**config.mk**
```make
export PLATFORM = sky130hd
export DESIGN_NAME = convEngine
export DESIGN_NICKNAME = d
export VERILOG_FILES = /design/src/hdl/convEnginePkg.sv /design/src/hdl/convDecode.sv /design/src/hdl/convEngine.sv /design/src/hdl/convExecute.sv /design/src/hdl/convResult.sv
export VERILOG_INCLUDE_DIRS = /design/src /design/src/hdl
export SDC_FILE = /design/constraint.sdc
export NUM_CORES = 1
export LEC_CHECK = 0
export CORE_UTILIZATION = 55
export CTS_CLUSTER_SIZE = 12
export DETAILED_ROUTE_END_ITERATION = 7
export DONT_BUFFER_PORTS = 1
export MAX_ROUTING_LAYER = met4
export PLACE_DENSITY_LB_ADDON = 0.1
export SLEW_MARGIN = 10
export SYNTH_ARGS = -nofsm -noshare
export SYNTH_HDL_FRONTEND = slang
export SYNTH_SLANG_ARGS = --single-unit
export TNS_END_PERCENT = 5
```
**constraint.sdc**
```tcl
create_clock -name clk -period 7.6 [get_ports clk]
set_input_delay 0.38 -clock clk [delete_from_list [all_inputs] [get_ports clk]]
set_output_delay 0.38 -clock clk [all_outputs]
set_load 0.005 [all_outputs]
```
**src/hdl/convEngine_params.svh**
```systemverilog
`ifndef CONV_ENGINE_PARAMS_SVH
`define CONV_ENGINE_PARAMS_SVH

////////////////////////////////////////////////////////////
// data path widths
`define DATA_WIDTH          16
`define ACC_WIDTH           32
`define FRAC_BITS           8       // accumulator shift before bias add

////////////////////////////////////////////////////////////
// layer geometry
`define FM_SIZE             8
`define FM_DEPTH            2
`define KERNEL_SIZE         3
`define KERNEL_NUMBER       2
`define OUT_SIZE            (`FM_SIZE - `KERNEL_SIZE + 1)

// counter widths for the window walk
`define KIDX_WIDTH          1       // kernel index, also bias address
`define POS_WIDTH           3       // output x and y
`define DEPTH_WIDTH         1
`define KSIDE_WIDTH         2       // kernel row and column

////////////////////////////////////////////////////////////
// memory map
`define LAYER_ADDR_WIDTH    9
`define WEIGHT_ADDR_WIDTH   4
`define WEIGHT_ROW_WIDTH    (`KERNEL_SIZE * `DATA_WIDTH)
`define BANK_A_BASE         0
`define BANK_B_BASE         256

`endif

```
**src/hdl/convEnginePkg.sv**
```systemverilog
`include "convEngine_params.svh"

package convEnginePkg;

    // layer commands
    typedef enum logic [1:0] {
        OP_IDLE     = 2'd0,
        OP_CONV_A2B = 2'd1,     // bank A in, bank B out
        OP_CONV_B2A = 2'd2
    } layerOp_t;

    typedef struct packed {
        logic     valid;
        layerOp_t op;
    } layerCmd_t;

    // bank pair for one pass
    typedef struct packed {
        logic [`LAYER_ADDR_WIDTH-1:0] inBase;
        logic [`LAYER_ADDR_WIDTH-1:0] outBase;
    } layerCfg_t;

    typedef enum logic [1:0] {
        WALK_IDLE,
        WALK_FETCH,
        WALK_DRAIN
    } walkState_t;

    // one finished output pixel, before bias
    typedef struct packed {
        logic                         valid;
        logic [`KIDX_WIDTH-1:0]       kernel;
        logic                         last;     // final pixel of the pass
        logic signed [`ACC_WIDTH-1:0] acc;
    } pixelSum_t;

    typedef struct packed {
        logic                         valid;
        logic [`LAYER_ADDR_WIDTH-1:0] addr;
        logic [`DATA_WIDTH-1:0]       data;
    } layerWrite_t;

endpackage

```
**src/hdl/convDecode.sv**
```systemverilog
`include "convEngine_params.svh"

module convDecode (
    input  logic                     clk,
    input  logic                     convRst,
    input  convEnginePkg::layerCmd_t cmd,
    input  logic                     passDone,
    output logic                     startPass,
    output convEnginePkg::layerCfg_t cfg
);
    import convEnginePkg::*;

    logic busy;
    logic isConv;
    logic accept;

    // only conv opcodes start a pass, OP_IDLE falls through
    assign isConv = (cmd.op == OP_CONV_A2B) || (cmd.op == OP_CONV_B2A);
    assign accept = cmd.valid && isConv && !busy;   // dropped while a pass runs

    always_ff @(posedge clk or posedge convRst) begin
        if (convRst) begin
            busy      <= 1'b0;
            startPass <= 1'b0;
        end else begin
            startPass <= accept;
            if (accept) begin
                busy <= 1'b1;
            end else if (passDone) begin
                busy <= 1'b0;
            end
        end
    end

    ////////////////////////////////////////////////////////////
    // bank selection, held until the next accepted command
    always_ff @(posedge clk) begin
        if (accept) begin
            case (cmd.op)
                OP_CONV_B2A: begin
                    cfg.inBase  <= `LAYER_ADDR_WIDTH'(`BANK_B_BASE);
                    cfg.outBase <= `LAYER_ADDR_WIDTH'(`BANK_A_BASE);
                end
                default: begin
                    cfg.inBase  <= `LAYER_ADDR_WIDTH'(`BANK_A_BASE);
                    cfg.outBase <= `LAYER_ADDR_WIDTH'(`BANK_B_BASE);
                end
            endcase
        end
    end

endmodule

```
**src/hdl/convEngine.sv**
```systemverilog
`include "convEngine_params.svh"

module convEngine (
    input  logic                            clk,
    input  logic                            convRst,
    input  convEnginePkg::layerCmd_t        cmd,
    output logic [`LAYER_ADDR_WIDTH-1:0]    fmReadAddr,
    input  logic [`DATA_WIDTH-1:0]          fmReadData,
    output logic [`WEIGHT_ADDR_WIDTH-1:0]   weightReadAddr,
    input  logic [`WEIGHT_ROW_WIDTH-1:0]    weightReadData,   // three packed columns
    output logic [`KIDX_WIDTH-1:0]          biasReadAddr,
    input  logic [`DATA_WIDTH-1:0]          biasReadData,
    output convEnginePkg::layerWrite_t      layerWr,
    output logic                            convStatus
);
    import convEnginePkg::*;

    logic      startPass;
    logic      passDone;
    layerCfg_t cfg;
    pixelSum_t pixelSum;

    ////////////////////////////////////////////////////////////
    // command decode and bank select
    convDecode uDecode (
        .clk       (clk),
        .convRst   (convRst),
        .cmd       (cmd),
        .passDone  (passDone),
        .startPass (startPass),
        .cfg       (cfg)
    );

    // window walk and MAC
    convExecute uExecute (
        .clk            (clk),
        .convRst        (convRst),
        .startPass      (startPass),
        .cfg            (cfg),
        .fmReadAddr     (fmReadAddr),
        .fmReadData     (fmReadData),
        .weightReadAddr (weightReadAddr),
        .weightReadData (weightReadData),
        .pixelSum       (pixelSum)
    );

    // bias, saturation and write back
    convResult uResult (
        .clk          (clk),
        .convRst      (convRst),
        .startPass    (startPass),
        .cfg          (cfg),
        .pixelSum     (pixelSum),
        .biasReadAddr (biasReadAddr),
        .biasReadData (biasReadData),
        .layerWr      (layerWr),
        .passDone     (passDone),
        .convStatus   (convStatus)
    );

endmodule

```
**src/hdl/convExecute.sv**
```systemverilog
`include "convEngine_params.svh"

module convExecute (
    input  logic                            clk,
    input  logic                            convRst,
    input  logic                            startPass,
    input  convEnginePkg::layerCfg_t        cfg,
    output logic [`LAYER_ADDR_WIDTH-1:0]    fmReadAddr,
    input  logic [`DATA_WIDTH-1:0]          fmReadData,
    output logic [`WEIGHT_ADDR_WIDTH-1:0]   weightReadAddr,
    input  logic [`WEIGHT_ROW_WIDTH-1:0]    weightReadData,
    output convEnginePkg::pixelSum_t        pixelSum
);
    import convEnginePkg::*;

    // travels down the pipe beside each fetched sample
    typedef struct packed {
        logic                    valid;
        logic [`KSIDE_WIDTH-1:0] col;
        logic                    first;     // opens a new pixel
        logic                    lastPix;
        logic                    lastPass;
        logic [`KIDX_WIDTH-1:0]  kernel;
    } fetchTag_t;

    walkState_t state;

    logic [`KIDX_WIDTH-1:0]  kCnt;
    logic [`POS_WIDTH-1:0]   yCnt;
    logic [`POS_WIDTH-1:0]   xCnt;
    logic [`DEPTH_WIDTH-1:0] dCnt;
    logic [`KSIDE_WIDTH-1:0] rCnt;
    logic [`KSIDE_WIDTH-1:0] cCnt;

    logic colEnd;
    logic rowEnd;
    logic depthEnd;
    logic xEnd;
    logic yEnd;
    logic kEnd;
    logic pixelEnd;
    logic passEnd;

    logic [`LAYER_ADDR_WIDTH-1:0]  fmRow;
    logic [`LAYER_ADDR_WIDTH-1:0]  fmCol;
    logic [`LAYER_ADDR_WIDTH-1:0]  fmAddrNext;
    logic [`WEIGHT_ADDR_WIDTH-1:0] weightAddrNext;

    fetchTag_t curTag;
    fetchTag_t issueTag;    // lines up with the addresses
    fetchTag_t dataTag;     // lines up with the returned data
    fetchTag_t prodTag;     // lines up with prodQ

    logic [`WEIGHT_ROW_WIDTH-1:0]  weightRowQ;
    logic [`WEIGHT_ROW_WIDTH-1:0]  weightWord;
    logic signed [`DATA_WIDTH-1:0] weightCol;
    logic signed [`ACC_WIDTH-1:0]  prodQ;
    logic signed [`ACC_WIDTH-1:0]  acc;
    logic signed [`ACC_WIDTH-1:0]  accNext;

    ////////////////////////////////////////////////////////////
    // loop ends, innermost first
    assign colEnd   = cCnt == `KSIDE_WIDTH'(`KERNEL_SIZE - 1);
    assign rowEnd   = rCnt == `KSIDE_WIDTH'(`KERNEL_SIZE - 1);
    assign depthEnd = dCnt == `DEPTH_WIDTH'(`FM_DEPTH - 1);
    assign xEnd     = xCnt == `POS_WIDTH'(`OUT_SIZE - 1);
    assign yEnd     = yCnt == `POS_WIDTH'(`OUT_SIZE - 1);
    assign kEnd     = kCnt == `KIDX_WIDTH'(`KERNEL_NUMBER - 1);
    assign pixelEnd = colEnd && rowEnd && depthEnd;
    assign passEnd  = pixelEnd && xEnd && yEnd && kEnd;

    // inBase + d*64 + (y+r)*8 + (x+c)
    assign fmRow = `LAYER_ADDR_WIDTH'(yCnt) + `LAYER_ADDR_WIDTH'(rCnt);
    assign fmCol = `LAYER_ADDR_WIDTH'(xCnt) + `LAYER_ADDR_WIDTH'(cCnt);
    assign fmAddrNext = cfg.inBase
        + `LAYER_ADDR_WIDTH'(dCnt) * `LAYER_ADDR_WIDTH'(`FM_SIZE * `FM_SIZE)
        + fmRow * `LAYER_ADDR_WIDTH'(`FM_SIZE)
        + fmCol;

    // k*6 + d*3 + r
    assign weightAddrNext =
          `WEIGHT_ADDR_WIDTH'(kCnt) * `WEIGHT_ADDR_WIDTH'(`FM_DEPTH * `KERNEL_SIZE)
        + `WEIGHT_ADDR_WIDTH'(dCnt) * `WEIGHT_ADDR_WIDTH'(`KERNEL_SIZE)
        + `WEIGHT_ADDR_WIDTH'(rCnt);

    always_comb begin
        curTag.valid    = (state == WALK_FETCH);
        curTag.col      = cCnt;
        curTag.first    = (dCnt == '0) && (rCnt == '0) && (cCnt == '0);
        curTag.lastPix  = pixelEnd;
        curTag.lastPass = passEnd;
        curTag.kernel   = kCnt;
    end

    ////////////////////////////////////////////////////////////
    // walk FSM, one sample fetched per cycle
    always_ff @(posedge clk or posedge convRst) begin
        if (convRst) begin
            state <= WALK_IDLE;
            kCnt  <= '0;
            yCnt  <= '0;
            xCnt  <= '0;
            dCnt  <= '0;
            rCnt  <= '0;
            cCnt  <= '0;
        end else begin
            case (state)
                WALK_IDLE: begin
                    if (startPass) begin
                        kCnt  <= '0;
                        yCnt  <= '0;
                        xCnt  <= '0;
                        dCnt  <= '0;
                        rCnt  <= '0;
                        cCnt  <= '0;
                        state <= WALK_FETCH;
                    end
                end
                WALK_FETCH: begin
                    cCnt <= colEnd ? '0 : cCnt + 1'b1;
                    if (colEnd) begin
                        rCnt <= rowEnd ? '0 : rCnt + 1'b1;
                        if (rowEnd) begin
                            dCnt <= depthEnd ? '0 : dCnt + 1'b1;
                            if (depthEnd) begin     // pixel done, next x
                                xCnt <= xEnd ? '0 : xCnt + 1'b1;
                                if (xEnd) begin
                                    yCnt <= yEnd ? '0 : yCnt + 1'b1;
                                    if (yEnd) begin
                                        kCnt <= kEnd ? '0 : kCnt + 1'b1;
                                    end
                                end
                            end
                        end
                    end
                    if (passEnd) begin
                        state <= WALK_DRAIN;
                    end
                end
                WALK_DRAIN: begin
                    // wait for the last sum to leave the pipe
                    if (prodTag.valid && prodTag.lastPass) begin
                        state <= WALK_IDLE;
                    end
                end
                default: state <= WALK_IDLE;
            endcase
        end
    end

    always_ff @(posedge clk) begin
        if (state == WALK_FETCH) begin
            fmReadAddr <= fmAddrNext;
            if (cCnt == '0) begin   // one weight row per kernel row
                weightReadAddr <= weightAddrNext;
            end
        end
    end

    ////////////////////////////////////////////////////////////
    // multiply and accumulate
    assign weightWord = (dataTag.col == '0) ? weightReadData : weightRowQ;
    assign weightCol  = $signed(weightWord[dataTag.col * `DATA_WIDTH +: `DATA_WIDTH]);
    assign accNext    = prodTag.first ? prodQ : acc + prodQ;

    always_ff @(posedge clk) begin
        if (dataTag.valid && dataTag.col == '0) begin
            weightRowQ <= weightReadData;   // reused by columns 1 and 2
        end
        prodQ <= $signed(fmReadData) * weightCol;
        if (prodTag.valid) begin
            acc <= accNext;
        end
    end

    always_ff @(posedge clk or posedge convRst) begin
        if (convRst) begin
            issueTag <= '0;
            dataTag  <= '0;
            prodTag  <= '0;
            pixelSum <= '0;
        end else begin
            issueTag       <= curTag;
            dataTag        <= issueTag;
            prodTag        <= dataTag;
            pixelSum.valid <= prodTag.valid && prodTag.lastPix;
            if (prodTag.valid && prodTag.lastPix) begin
                pixelSum.kernel <= prodTag.kernel;
                pixelSum.last   <= prodTag.lastPass;
                pixelSum.acc    <= accNext;
            end
        end
    end

endmodule

```
**src/hdl/convResult.sv**
```systemverilog
`include "convEngine_params.svh"

module convResult (
    input  logic                         clk,
    input  logic                         convRst,
    input  logic                         startPass,
    input  convEnginePkg::layerCfg_t     cfg,
    input  convEnginePkg::pixelSum_t     pixelSum,
    output logic [`KIDX_WIDTH-1:0]       biasReadAddr,
    input  logic [`DATA_WIDTH-1:0]       biasReadData,
    output convEnginePkg::layerWrite_t   layerWr,
    output logic                         passDone,
    output logic                         convStatus
);
    import convEnginePkg::*;

    // signed 16 bit limits, one bit wider than the accumulator
    localparam logic signed [`ACC_WIDTH:0] SAT_MAX = 2 ** (`DATA_WIDTH - 1) - 1;
    localparam logic signed [`ACC_WIDTH:0] SAT_MIN = -(2 ** (`DATA_WIDTH - 1));

    pixelSum_t sumQ;    // waits one cycle for the bias

    logic [`LAYER_ADDR_WIDTH-1:0] wrCnt;
    logic signed [`ACC_WIDTH-1:0] scaled;
    logic signed [`ACC_WIDTH:0]   biased;
    logic [`DATA_WIDTH-1:0]       satWord;

    assign biasReadAddr = pixelSum.kernel;  // bias lands with sumQ

    ////////////////////////////////////////////////////////////
    // scale, bias, saturate
    assign scaled = $signed(sumQ.acc) >>> `FRAC_BITS;
    assign biased = scaled + $signed(biasReadData);

    always_comb begin
        if (biased > SAT_MAX) begin
            satWord = SAT_MAX[`DATA_WIDTH-1:0];
        end else if (biased < SAT_MIN) begin
            satWord = SAT_MIN[`DATA_WIDTH-1:0];
        end else begin
            satWord = biased[`DATA_WIDTH-1:0];
        end
    end

    always_ff @(posedge clk or posedge convRst) begin
        if (convRst) begin
            sumQ       <= '0;
            layerWr    <= '0;
            wrCnt      <= '0;
            passDone   <= 1'b0;
            convStatus <= 1'b0;
        end else begin
            sumQ          <= pixelSum;
            layerWr.valid <= sumQ.valid;
            passDone      <= sumQ.valid && sumQ.last;
            if (sumQ.valid) begin
                layerWr.addr <= cfg.outBase + wrCnt;    // pixel order k, y, x
                layerWr.data <= satWord;
            end

            if (startPass) begin
                wrCnt <= '0;
            end else if (sumQ.valid) begin
                wrCnt <= wrCnt + 1'b1;
            end

            // done flag, up the cycle after the last write
            if (startPass) begin
                convStatus <= 1'b0;
            end else if (passDone) begin
                convStatus <= 1'b1;
            end
        end
    end

endmodule

```
==> impl_metrics.toml, run 1 <==
[drt]
routed_wl_um = 46000
vias = 14500
drtAntennaViolNets = 0
drc_errors = 0
wl_met1_um = 20900
drt-pass1-iter-count = 5
dr_wl_met2_um = 21600
wl_met3_um = 2670
highest_layer = "met4"
wl_per_cell_um = 17.3
vias_per_cell = 5.45
drt-initial-drc-count = 871

[logic_synthesis]
synth_area_um2 = 21300
ys_seq_area_frac = 0.289
yosys.area.top_type = "fa_1"
netlist_instances = 2105
syn-num-nets = 2606
ys_async_sr_fraction = 0.530
ys_top_cells_by_area = "fa_1 25%, dfrtp_1 15%, edfxtp_1 11%, ha_1 8.7%, inv_1 6.4%"
yosysTopAreaCellShare = 0.252
synth.avg_cell_area_um2 = 10.1
synth_most_common_cell = "inv_1"
synth-seq-cells = 236
synthTopCellsByCount = "363 x inv_1, 268 x fa_1, 218 x nand2_1"
synthFlopType = "dfrtp_1"
synth.distinct_cells = 80
synth_warnings = 0
synth_edf_count = 79

[cts]
clock_path_buffers = 3
htreeDepth = 1
clkLatencyLatePin_ps = 570
root_buffer = "clkbuf_16"
cts_buffers = 27
clkSlewWorstSetupHoldPaths_ps = 60
tritoncts = "yes"
clkSinkCount = 236
post_cts_buffers = 0

[cells_and_area]
fin_nets = 2632
stdcell_count = 2663
drive_above_1_share = 0.0637
area_growth_pct = 8.58
diodes = 0

[sta]
timing.final.crit_period_ps = 7020
slew_violations = 0
clock_skew_ps = 22.2
tightest_slew_ps = 915
setup_viol = 0
fin_setup_tns_ps = 0
max_freq_mhz = 142
timing.final.hold_violations = 0
period_share = 0.924
relSlewSlack = 0.390
rsz0062_at_grt = "false"

[global_route]
grt_pass1_vias = 15300
grt_pass1_wl_um = 77200
gr-total-overflow = 0
antenna_found_initial = 0
gr-usage-all-layers = 0.255
grt_max_degree = 76

[floorplanning]
die_w_um = 199
start_util = 0.562
io_pins = 126
row_count = 71
core_um2 = 37800
die-area_um2 = 39400
dieHeight_um = 199

[place]
dp_cells = 2579
hpwl_um = 35200
gp_congestion = 0.919
port_buffers = 0

[worst_setup_path]
worst_ep_required_time_ps = 8040
crit_top_cell = "fa_1"
endpoint_kind = "register"
cp_slowest_cell = "fa_1"
worstPathArrival_ps = 7460
path_class = "reg2reg"
worstSetupStartpointType = "register"
cp_max_fo = 16
crit_path_max_incr_delay_ps = 600

[min_path]
min_path_type = "in2reg"

[job]
max-cap-violations = 0

[status]
run_status = "completed"
-- state kept, by name, summed over array words and instances, names as in the netlist, 3 cells and up --
| signal | cells |
|---|---|
| uExecute.weightRowQ | 32 |
| uExecute.issueTag | 7 |
| uExecute.prodQ | 32 |
| uExecute.xCnt | 3 |
| uExecute.pixelSum | 27 |
| uResult.layerWr | 26 |
| uExecute.prodTag | 5 |
| uExecute.acc | 32 |
| uExecute.fmReadAddr | 9 |
| uExecute.weightReadAddr | 4 |
| uResult.scaled | 24 |
| uExecute.yCnt | 3 |
| uResult.wrCnt | 9 |
| uExecute.dataTag | 7 |
-- cells in the final DEF (no fill, tap or decap), types with 19 or more instances in the layout --
master and count:
inv_1 362, dfrtp_1 125, nor2_1 78, fa_1 267
xor2_1 32, a21oi_1 83, edfxtp_1 79, and2_1 135
nand3_1 26, dlygate4sd3_1 34, clkbuf_16 27, o31ai_1 19
nand2_1 218, o21ai_0 61, dfxtp_1 32, nor3_1 28
mux2i_1 21, mux2_2 29, a21o_1 32, ha_1 148
xnor2_1 60, buf_4 32
-- worst max-delay path, delay by kind of cell, from the launching register on --
kind / cells / cell delay (ps)
adder cells (fa/ha/maj): 7 / 3560
AO/OA/AOI/OAI: 8 / 1540
buffers and inverters: 7 / 900
AND/OR/NAND/NOR: 4 / 390
flip-flops: 1 / 360
XOR/XNOR: 1 / 150
-- final timing paths --
check,startpoint,endpoint,slack (ps),cells after the start
min in group asynchronous,convRst,uResult.layerWr[15]$_DFFE_PP0P_,390,2
worst max register to register,uExecute.dataTag[4]$_DFF_PP0_,uExecute.prodQ[31]$_DFF_P_,580,27
worst min-delay path,cmd[2],uDecode.startPass$_DFF_PP0_,40,1
max in group asynchronous,convRst,uResult.sumQ[34]$_DFF_PP0_,5900,3
worst min register to register,uExecute.pixelSum[34]$_DFF_PP0_,uResult.sumQ[34]$_DFF_PP0_,340,0
worst max-delay path,uExecute.dataTag[4]$_DFF_PP0_,uExecute.prodQ[31]$_DFF_P_,580,27
-- routing by layer --
| metal | vias to the layer above | GRT usage |
|---|---|---|
| li1 | 6862 | - |
| met1 | 7201 | 0.343 |
| met2 | 378 | 0.415 |
| met3 | 61 | 0.0342 |
| met4 | 0 | 0.0521 |
| met5 | - | - |
-- stage by stage --
stage / setup WS (ps) / instance area (µm²) / util / hold WS, ps
CTS: 438 / 23100 / 0.610 / 17.5
floorplan: 331 / 21300 / - / 331
finish: 579 / 23100 / 0.610 / 43.3
global placement: 676 / 21900 / 0.578 / 327
detailed placement: 503 / 21900 / 0.578 / 332
global route: 124 / 23100 / 0.610 / 36.8
-- cell type report --
class                      instances  area (µm²)
fill                            3220       14800
multi-input combinational       1436       13500
sequential                       236        6140
inverter                         364        1370
clock buffer                      35         726
tap                              511         639
timing repair buffer              66         581
clock inverter                    15         139
-- cells by family after synthesis --
group	synth area share
muxes	0.0253
buffers and inverters	0.0772
AOI/OAI and AO/OA	0.101
adders and majority gates	0.340
DFF	0.289
xor gates and xnor gates	0.0379
and+or+nand+nor	0.130
-- repair_timing --
item                       in CTS  in global routing
hold endpoints to repair       83                  0
hold buffers                   34                  0
resized for setup               0                  1
setup endpoints to repair       0                  2
Power of run 1 is left out: the tool's default activity adds up to more than one toggle a clock period on the data nets, which glitch-free logic cannot reach.
==> run 2, diff against run 1 <==
--- a/config.mk
+++ b/config.mk
@@ -6,12 +6,13 @@
 export SDC_FILE = /design/constraint.sdc
 export NUM_CORES = 1
 export LEC_CHECK = 0
-export CORE_UTILIZATION = 55
+export CORE_UTILIZATION = 45
 export CTS_CLUSTER_SIZE = 12
 export DETAILED_ROUTE_END_ITERATION = 7
 export DONT_BUFFER_PORTS = 1
 export MAX_ROUTING_LAYER = met4
 export PLACE_DENSITY_LB_ADDON = 0.1
+export RECOVER_POWER = 100
 export SLEW_MARGIN = 10
 export SYNTH_ARGS = -nofsm -noshare
 export SYNTH_HDL_FRONTEND = slang
==> constraint.sdc (replaced) <==
create_clock -name clk -period 6.97 [get_ports clk]
set_input_delay 0.3485 -clock clk [delete_from_list [all_inputs] [get_ports clk]]
set_output_delay 0.3485 -clock clk [all_outputs]
set_load 0.005 [all_outputs]
==> impl_metrics.toml, run 2 (synthesis gave the netlist of run 1 again) <==
[global_route]
use_met1 = 0.289
gr-total-overflow = 0
use_met2 = 0.339
antenna_found_initial = 0
grt_pass1_wl_um = 78500
grt_max_degree = 71
top_usage_layer = "met2"
grt_pass1_vias = 15000
grt.met3_usage = 0.0290
gr-usage-all-layers = 0.212

[cells_and_area]
reg_top3 = "uExecute.acc: 32 flops, uExecute.prodQ: 32 flops, uExecute.weightRowQ: 32 flops"
utilization = 0.505
stdcell_count = 2777
fillers = 4279
diodes = 0
mostFrequentLayoutCell = "inv_1"
register_area_um2 = 6140
fin_nets = 2648
multi_input_area_um2 = 13500
drive_above_1_share = 0.0710
area_growth_pct = 10.7
final_cell_mix = "361 x inv_1, 267 x fa_1, 218 x nand2_1, 148 x ha_1, 130 x and2_1"

[cts]
clkSlewWorstSetupHoldPaths_ps = 60
clock_path_buffers = 3
clkLatencyLatePin_ps = 570
post_cts_buffers = 0
root_buffer = "clkbuf_16"
htreeDepth = 1
cts_buffers = 29
clkSinkCount = 236
tritoncts = "yes"

[sta]
max_freq_mhz = 150
relSlewSlack = -1.37
clock_skew_ps = 13.6
timing.final.crit_period_ps = 6670
setup_viol = 0
tightest_slew_ps = 3560
slew_violations = 274
period_share = 0.956
timing.final.hold_violations = 0
fin_setup_tns_ps = 0

[worst_setup_path]
path_class = "reg2reg"
worstPathArrival_ps = 7110
worstSetupStartpointType = "register"
cp_max_fo = 10
endpoint_kind = "register"
worst_ep_required_time_ps = 7420

[floorplanning]
start_util = 0.457
dieHeight_um = 219
io_pins = 126
die-area_um2 = 48100
row_count = 79
core_um2 = 46600
die_w_um = 219

[drt]
vias_per_cell = 5.11
drt-pass1-iter-count = 5
drtAntennaViolNets = 0
drt-initial-drc-count = 621
routed_wl_um = 47500
wl_per_cell_um = 17.1
vias = 14200
drc_errors = 0

[status]
violations = "max-capacitance violations, max-slew violations"
run_status = "finished with violations"

[place]
gp_congestion = 0.857
hpwl_um = 37300
port_buffers = 0
dp_cells = 2687

[min_path]
min_path_type = "in2reg"

[job]
max-cap-violations = 6
-- run 2: worst max-delay path: stages, from the launching register on --
cell and delay (ps):
dfrtp_2 470, nor2b_2 190, buf_4 160, nand2_1 50
o21ai_1 170, buf_4 210, buf_4 160, and2_1 160
fa_1 450, fa_1 520, fa_1 520, fa_1 550
fa_1 550, inv_1 50, fa_1 530, inv_1 40
ha_1 340, nand4_1 260, nor4_4 350, nand3_1 220
a31oi_4 270, a21o_1 140, a21oi_1 70, xnor2_1 130
-- run 2: final cells by class --
cell class	instances	area share
clock buffers	38	0.0340
clock inverters	16	0.00994
inverters	364	0.0581
multi-input cells	1436	0.574
flip-flops and latches	236	0.261
well taps	607	0.0323
repair buffers	80	0.0310
-- run 2: timing repair --
item                                   CTS  global route
setup endpoints to repair                1             6
cloned                                   0             0
hold buffers                            36             0
pin swaps                                0             2
endpoints found under the hold margin   89             0
resized for setup                        1            22
-- run 2: path summary, 6_finish.rpt --
path | end | depth (start not counted) | slack (ps) | start
max | uExecute.prodQ[28]$_DFF_P_ | 23 | 300 | uExecute.dataTag[4]$_DFF_PP0_
max in group asynchronous | uResult.layerWr[1]$_DFFE_PP0P_ | 3 | 1750 | convRst
min in group asynchronous | uDecode.busy$_DFFE_PP0P_ | 2 | 990 | convRst
max reg2reg | uExecute.prodQ[28]$_DFF_P_ | 23 | 300 | uExecute.dataTag[4]$_DFF_PP0_
min reg2reg | uExecute.prodTag[3]$_DFF_PP0_ | 0 | 340 | uExecute.dataTag[3]$_DFF_PP0_
min | uDecode.cfg[17]$_DFFE_PP_ | 1 | 30 | cmd[1]
-- run 2: through the flow --
stage | cell area [µm²] | hold slack [ps] | setup slack [ps]
2_1_floorplan | 21300 | 331 | 37.9
3_3_place_gp | 22100 | 319 | 66.3
3_5_place_dp | 22100 | 324 | -20.6
4_1_cts | 23500 | 0.747 | 53.3
5_1_grt | 23500 | 16.6 | -33.0
6_report | 23500 | 30.6 | 304
-- run 2: per-layer routing --
| metal | up-vias | routed length, µm |
|---|---|---|
| met5 | - | 0 |
| met4 | 0 | 828 |
| met3 | 58 | 1710 |
| met2 | 219 | 21900 |
| met1 | 7007 | 23000 |
| li1 | 6909 | - |
Power of run 2 is left out for the same reason.
==> run 3, diff against run 2 <==
--- a/config.mk
+++ b/config.mk
@@ -6,6 +6,7 @@
 export SDC_FILE = /design/constraint.sdc
 export NUM_CORES = 1
 export LEC_CHECK = 0
+export ABC_AREA = 1
 export CORE_UTILIZATION = 45
 export CTS_CLUSTER_SIZE = 12
 export DETAILED_ROUTE_END_ITERATION = 7
==> impl_metrics.toml, run 3 <==
[worst_setup_path]
r2r_end = "uExecute.prodQ[24]$_DFF_P_"
r2r_setup_slack_ps = 330
r2r_start = "uExecute.dataTag[4]$_DFF_PP0_"
endpoint_kind = "register"
worstPathArrival_ps = 7070
worst_ep_required_time_ps = 7400
worstSetupStartpointType = "register"
r2r_cells = 26
path_class = "reg2reg"
cp_max_fo = 10

[logic_synthesis]
synth-seq-cells = 236
synth_most_common_cell = "inv_1"
yosys.area.top_type = "fa_1"
ys_async_sr_fraction = 0.530
synthFlopType = "dfrtp_1"
synth_warnings = 0
synth_area_um2 = 21900
netlist_instances = 2589
synth.avg_cell_area_um2 = 8.47
ys_top_cells_by_area = "fa_1 24%, dfrtp_1 14%, edfxtp_1 11%, inv_1 9.0%, nand2_1 8.8%"
synthTopCellsByCount = "527 x inv_1, 515 x nand2_1, 300 x nor2_1"
ys_seq_area_frac = 0.280
synth.distinct_cells = 51
yosysTopAreaCellShare = 0.245
syn-num-nets = 3090
synth_edf_count = 79

[drt]
drc_errors = 0
drt-pass1-iter-count = 5
drtAntennaViolNets = 0
vias_per_cell = 5.01
drt-initial-drc-count = 874
wl_per_cell_um = 17.3
routed_wl_um = 56800
vias = 16400

[sta]
layout_setup_ws_ps = 328
slew_violations = 289
clock_skew_ps = 18.9
timing.final.crit_period_ps = 6640
relSlewSlack = -1.01
tightest_slew_ps = 2990
timing.final.hold_violations = 0
period_share = 0.953
max_freq_mhz = 151
setup_viol = 0

[cells_and_area]
area_growth_pct = 9.38
reg_top3 = "uExecute.acc: 32 flops, uExecute.prodQ: 32 flops, uExecute.weightRowQ: 32 flops"
fin_nets = 3140
diodes = 0
drive_above_1_share = 0.0628
final_cell_mix = "522 x inv_1, 514 x nand2_1, 296 x nor2_1, 266 x fa_1, 148 x ha_1"
mostFrequentLayoutCell = "inv_1"

[status]
violations = "max-capacitance violations, max-slew violations"
run_status = "finished with violations"

[cts]
tritoncts = "yes"
cts_buffers = 27
clkSinkCount = 236
clock_path_buffers = 3
clkSlewWorstSetupHoldPaths_ps = 60
htreeDepth = 1
root_buffer = "clkbuf_16"
clkLatencyLatePin_ps = 570

[place]
port_buffers = 0
hpwl_um = 47300
place_ws_ps = -169
gp_congestion = 0.925

[floorplanning]
die-area_um2 = 49600
dieHeight_um = 223
start_util = 0.458
core_um2 = 47800
die_w_um = 223
io_pins = 126
row_count = 80

[global_route]
gr-usage-all-layers = 0.244
grt_pass1_vias = 17100
gr-total-overflow = 0
grt_pass1_wl_um = 92100
grt_max_degree = 68
antenna_found_initial = 0

[min_path]
worstHoldStart = "cmd[1]"
min_path_type = "in2reg"
hold_depth = 1
whs_endpoint = "uDecode.cfg[17]$_DFFE_PP_"

[job]
max-cap-violations = 8
[run 3: changes by cell type after synthesis, moves of 27 or more]
cell | previous run | this run
and2_1 | 135 | 3
a21oi_1 | 83 | 117
nand3_1 | 26 | 72
mux2_2 | 29 | 0
o21ai_0 | 64 | 100
nor2_1 | 78 | 300
xnor2_1 | 60 | 28
clkbuf_1 | 63 | 36
inv_1 | 363 | 527
nand2_1 | 218 | 515
[run 3: worst max path at each step]
stage | from | to | slack (ps) | cells after the start
finish | uExecute.dataTag[4]$_DFF_PP0_ | uExecute.prodQ[24]$_DFF_P_ | 330 | 26
floorplan | uExecute.dataTag[4]$_DFF_PP0_ | uExecute.prodQ[31]$_DFF_P_ | 500 | 25
global placement | uExecute.dataTag[4]$_DFF_PP0_ | uExecute.prodQ[24]$_DFF_P_ | -70 | 24
global route | uExecute.dataTag[4]$_DFF_PP0_ | uExecute.prodQ[30]$_DFF_P_ | -7 | 23
CTS | uExecute.dataTag[4]$_DFF_PP0_ | uExecute.prodQ[24]$_DFF_P_ | 1 | 27
detailed placement | uExecute.dataTag[4]$_DFF_PP0_ | uExecute.prodQ[31]$_DFF_P_ | -170 | 23
[run 3: metrics by stage]
step	setup TNS (ps)	instance area, µm²	cells	hold WS [ps]	utilization
3_5_place_dp	-488	22700	3186	335	0.475
4_1_cts	0	24000	3272	5.98	0.501
5_1_grt	-7.02	24000	3275	36.9	0.501
3_3_place_gp	-68.7	22700	3186	332	0.475
2_1_floorplan	0	21900	2589	331	-
6_report	0	24000	3275	26.6	0.501
[run 3: final cells by class]
type	count	area, µm²
fill	4664	23900
multi-input combinational	1762	13500
sequential	236	6140
inverter	537	2020
clock buffer	40	800
tap	615	769
timing repair buffer	75	626
clock inverter	10	108
[run 3: what timing repair did]
action / 4_1_cts / 5_1_grt
hold endpoints to repair: 100 / 0
hold buffers: 34 / 0
endpoints found under the setup margin: 6 / 11
buffers inserted: 2 / 3
resized for setup: 3 / 21
[run 3: layer usage]
metal  vias to the layer above  GRT usage  wire, µm
li1                       8053          -         -
met1                      7914      0.309     25000
met2                       360      0.403     27200
met3                        89     0.0372      2810
met4                         0     0.0725      1790
met5                         -          -         0
[run 3: cell families after synthesis]
group,Yosys count,share of synthesized area
buffers and inverters,591,0.104
DFF,236,0.280
AOI/OAI and AO/OA,285,0.0725
and+or+nand+nor,1002,0.190
xor gates and xnor gates,59,0.0244
adders and majority gates,416,0.329
[run 3: critical path, stage by stage (launching register included)]
cell and delay [ps]:
dfrtp_1 420, nor2_1 220, buf_4 220, nand2_1 60, nand2_1 190, clkinvlp_4 310
nor2_1 220, fa_1 440, inv_1 90, fa_1 410, fa_1 520, inv_1 50
fa_1 470, fa_1 540, inv_1 60, fa_1 540, inv_1 50, ha_1 350
nand2_1 170, inv_1 50, a21boi_0 250, o21ai_1 190, a21oi_2 210, nor2_1 60
nor2_1 160, o21ai_1 90, xor2_1 160
Power of run 3 is left out for the same reason.
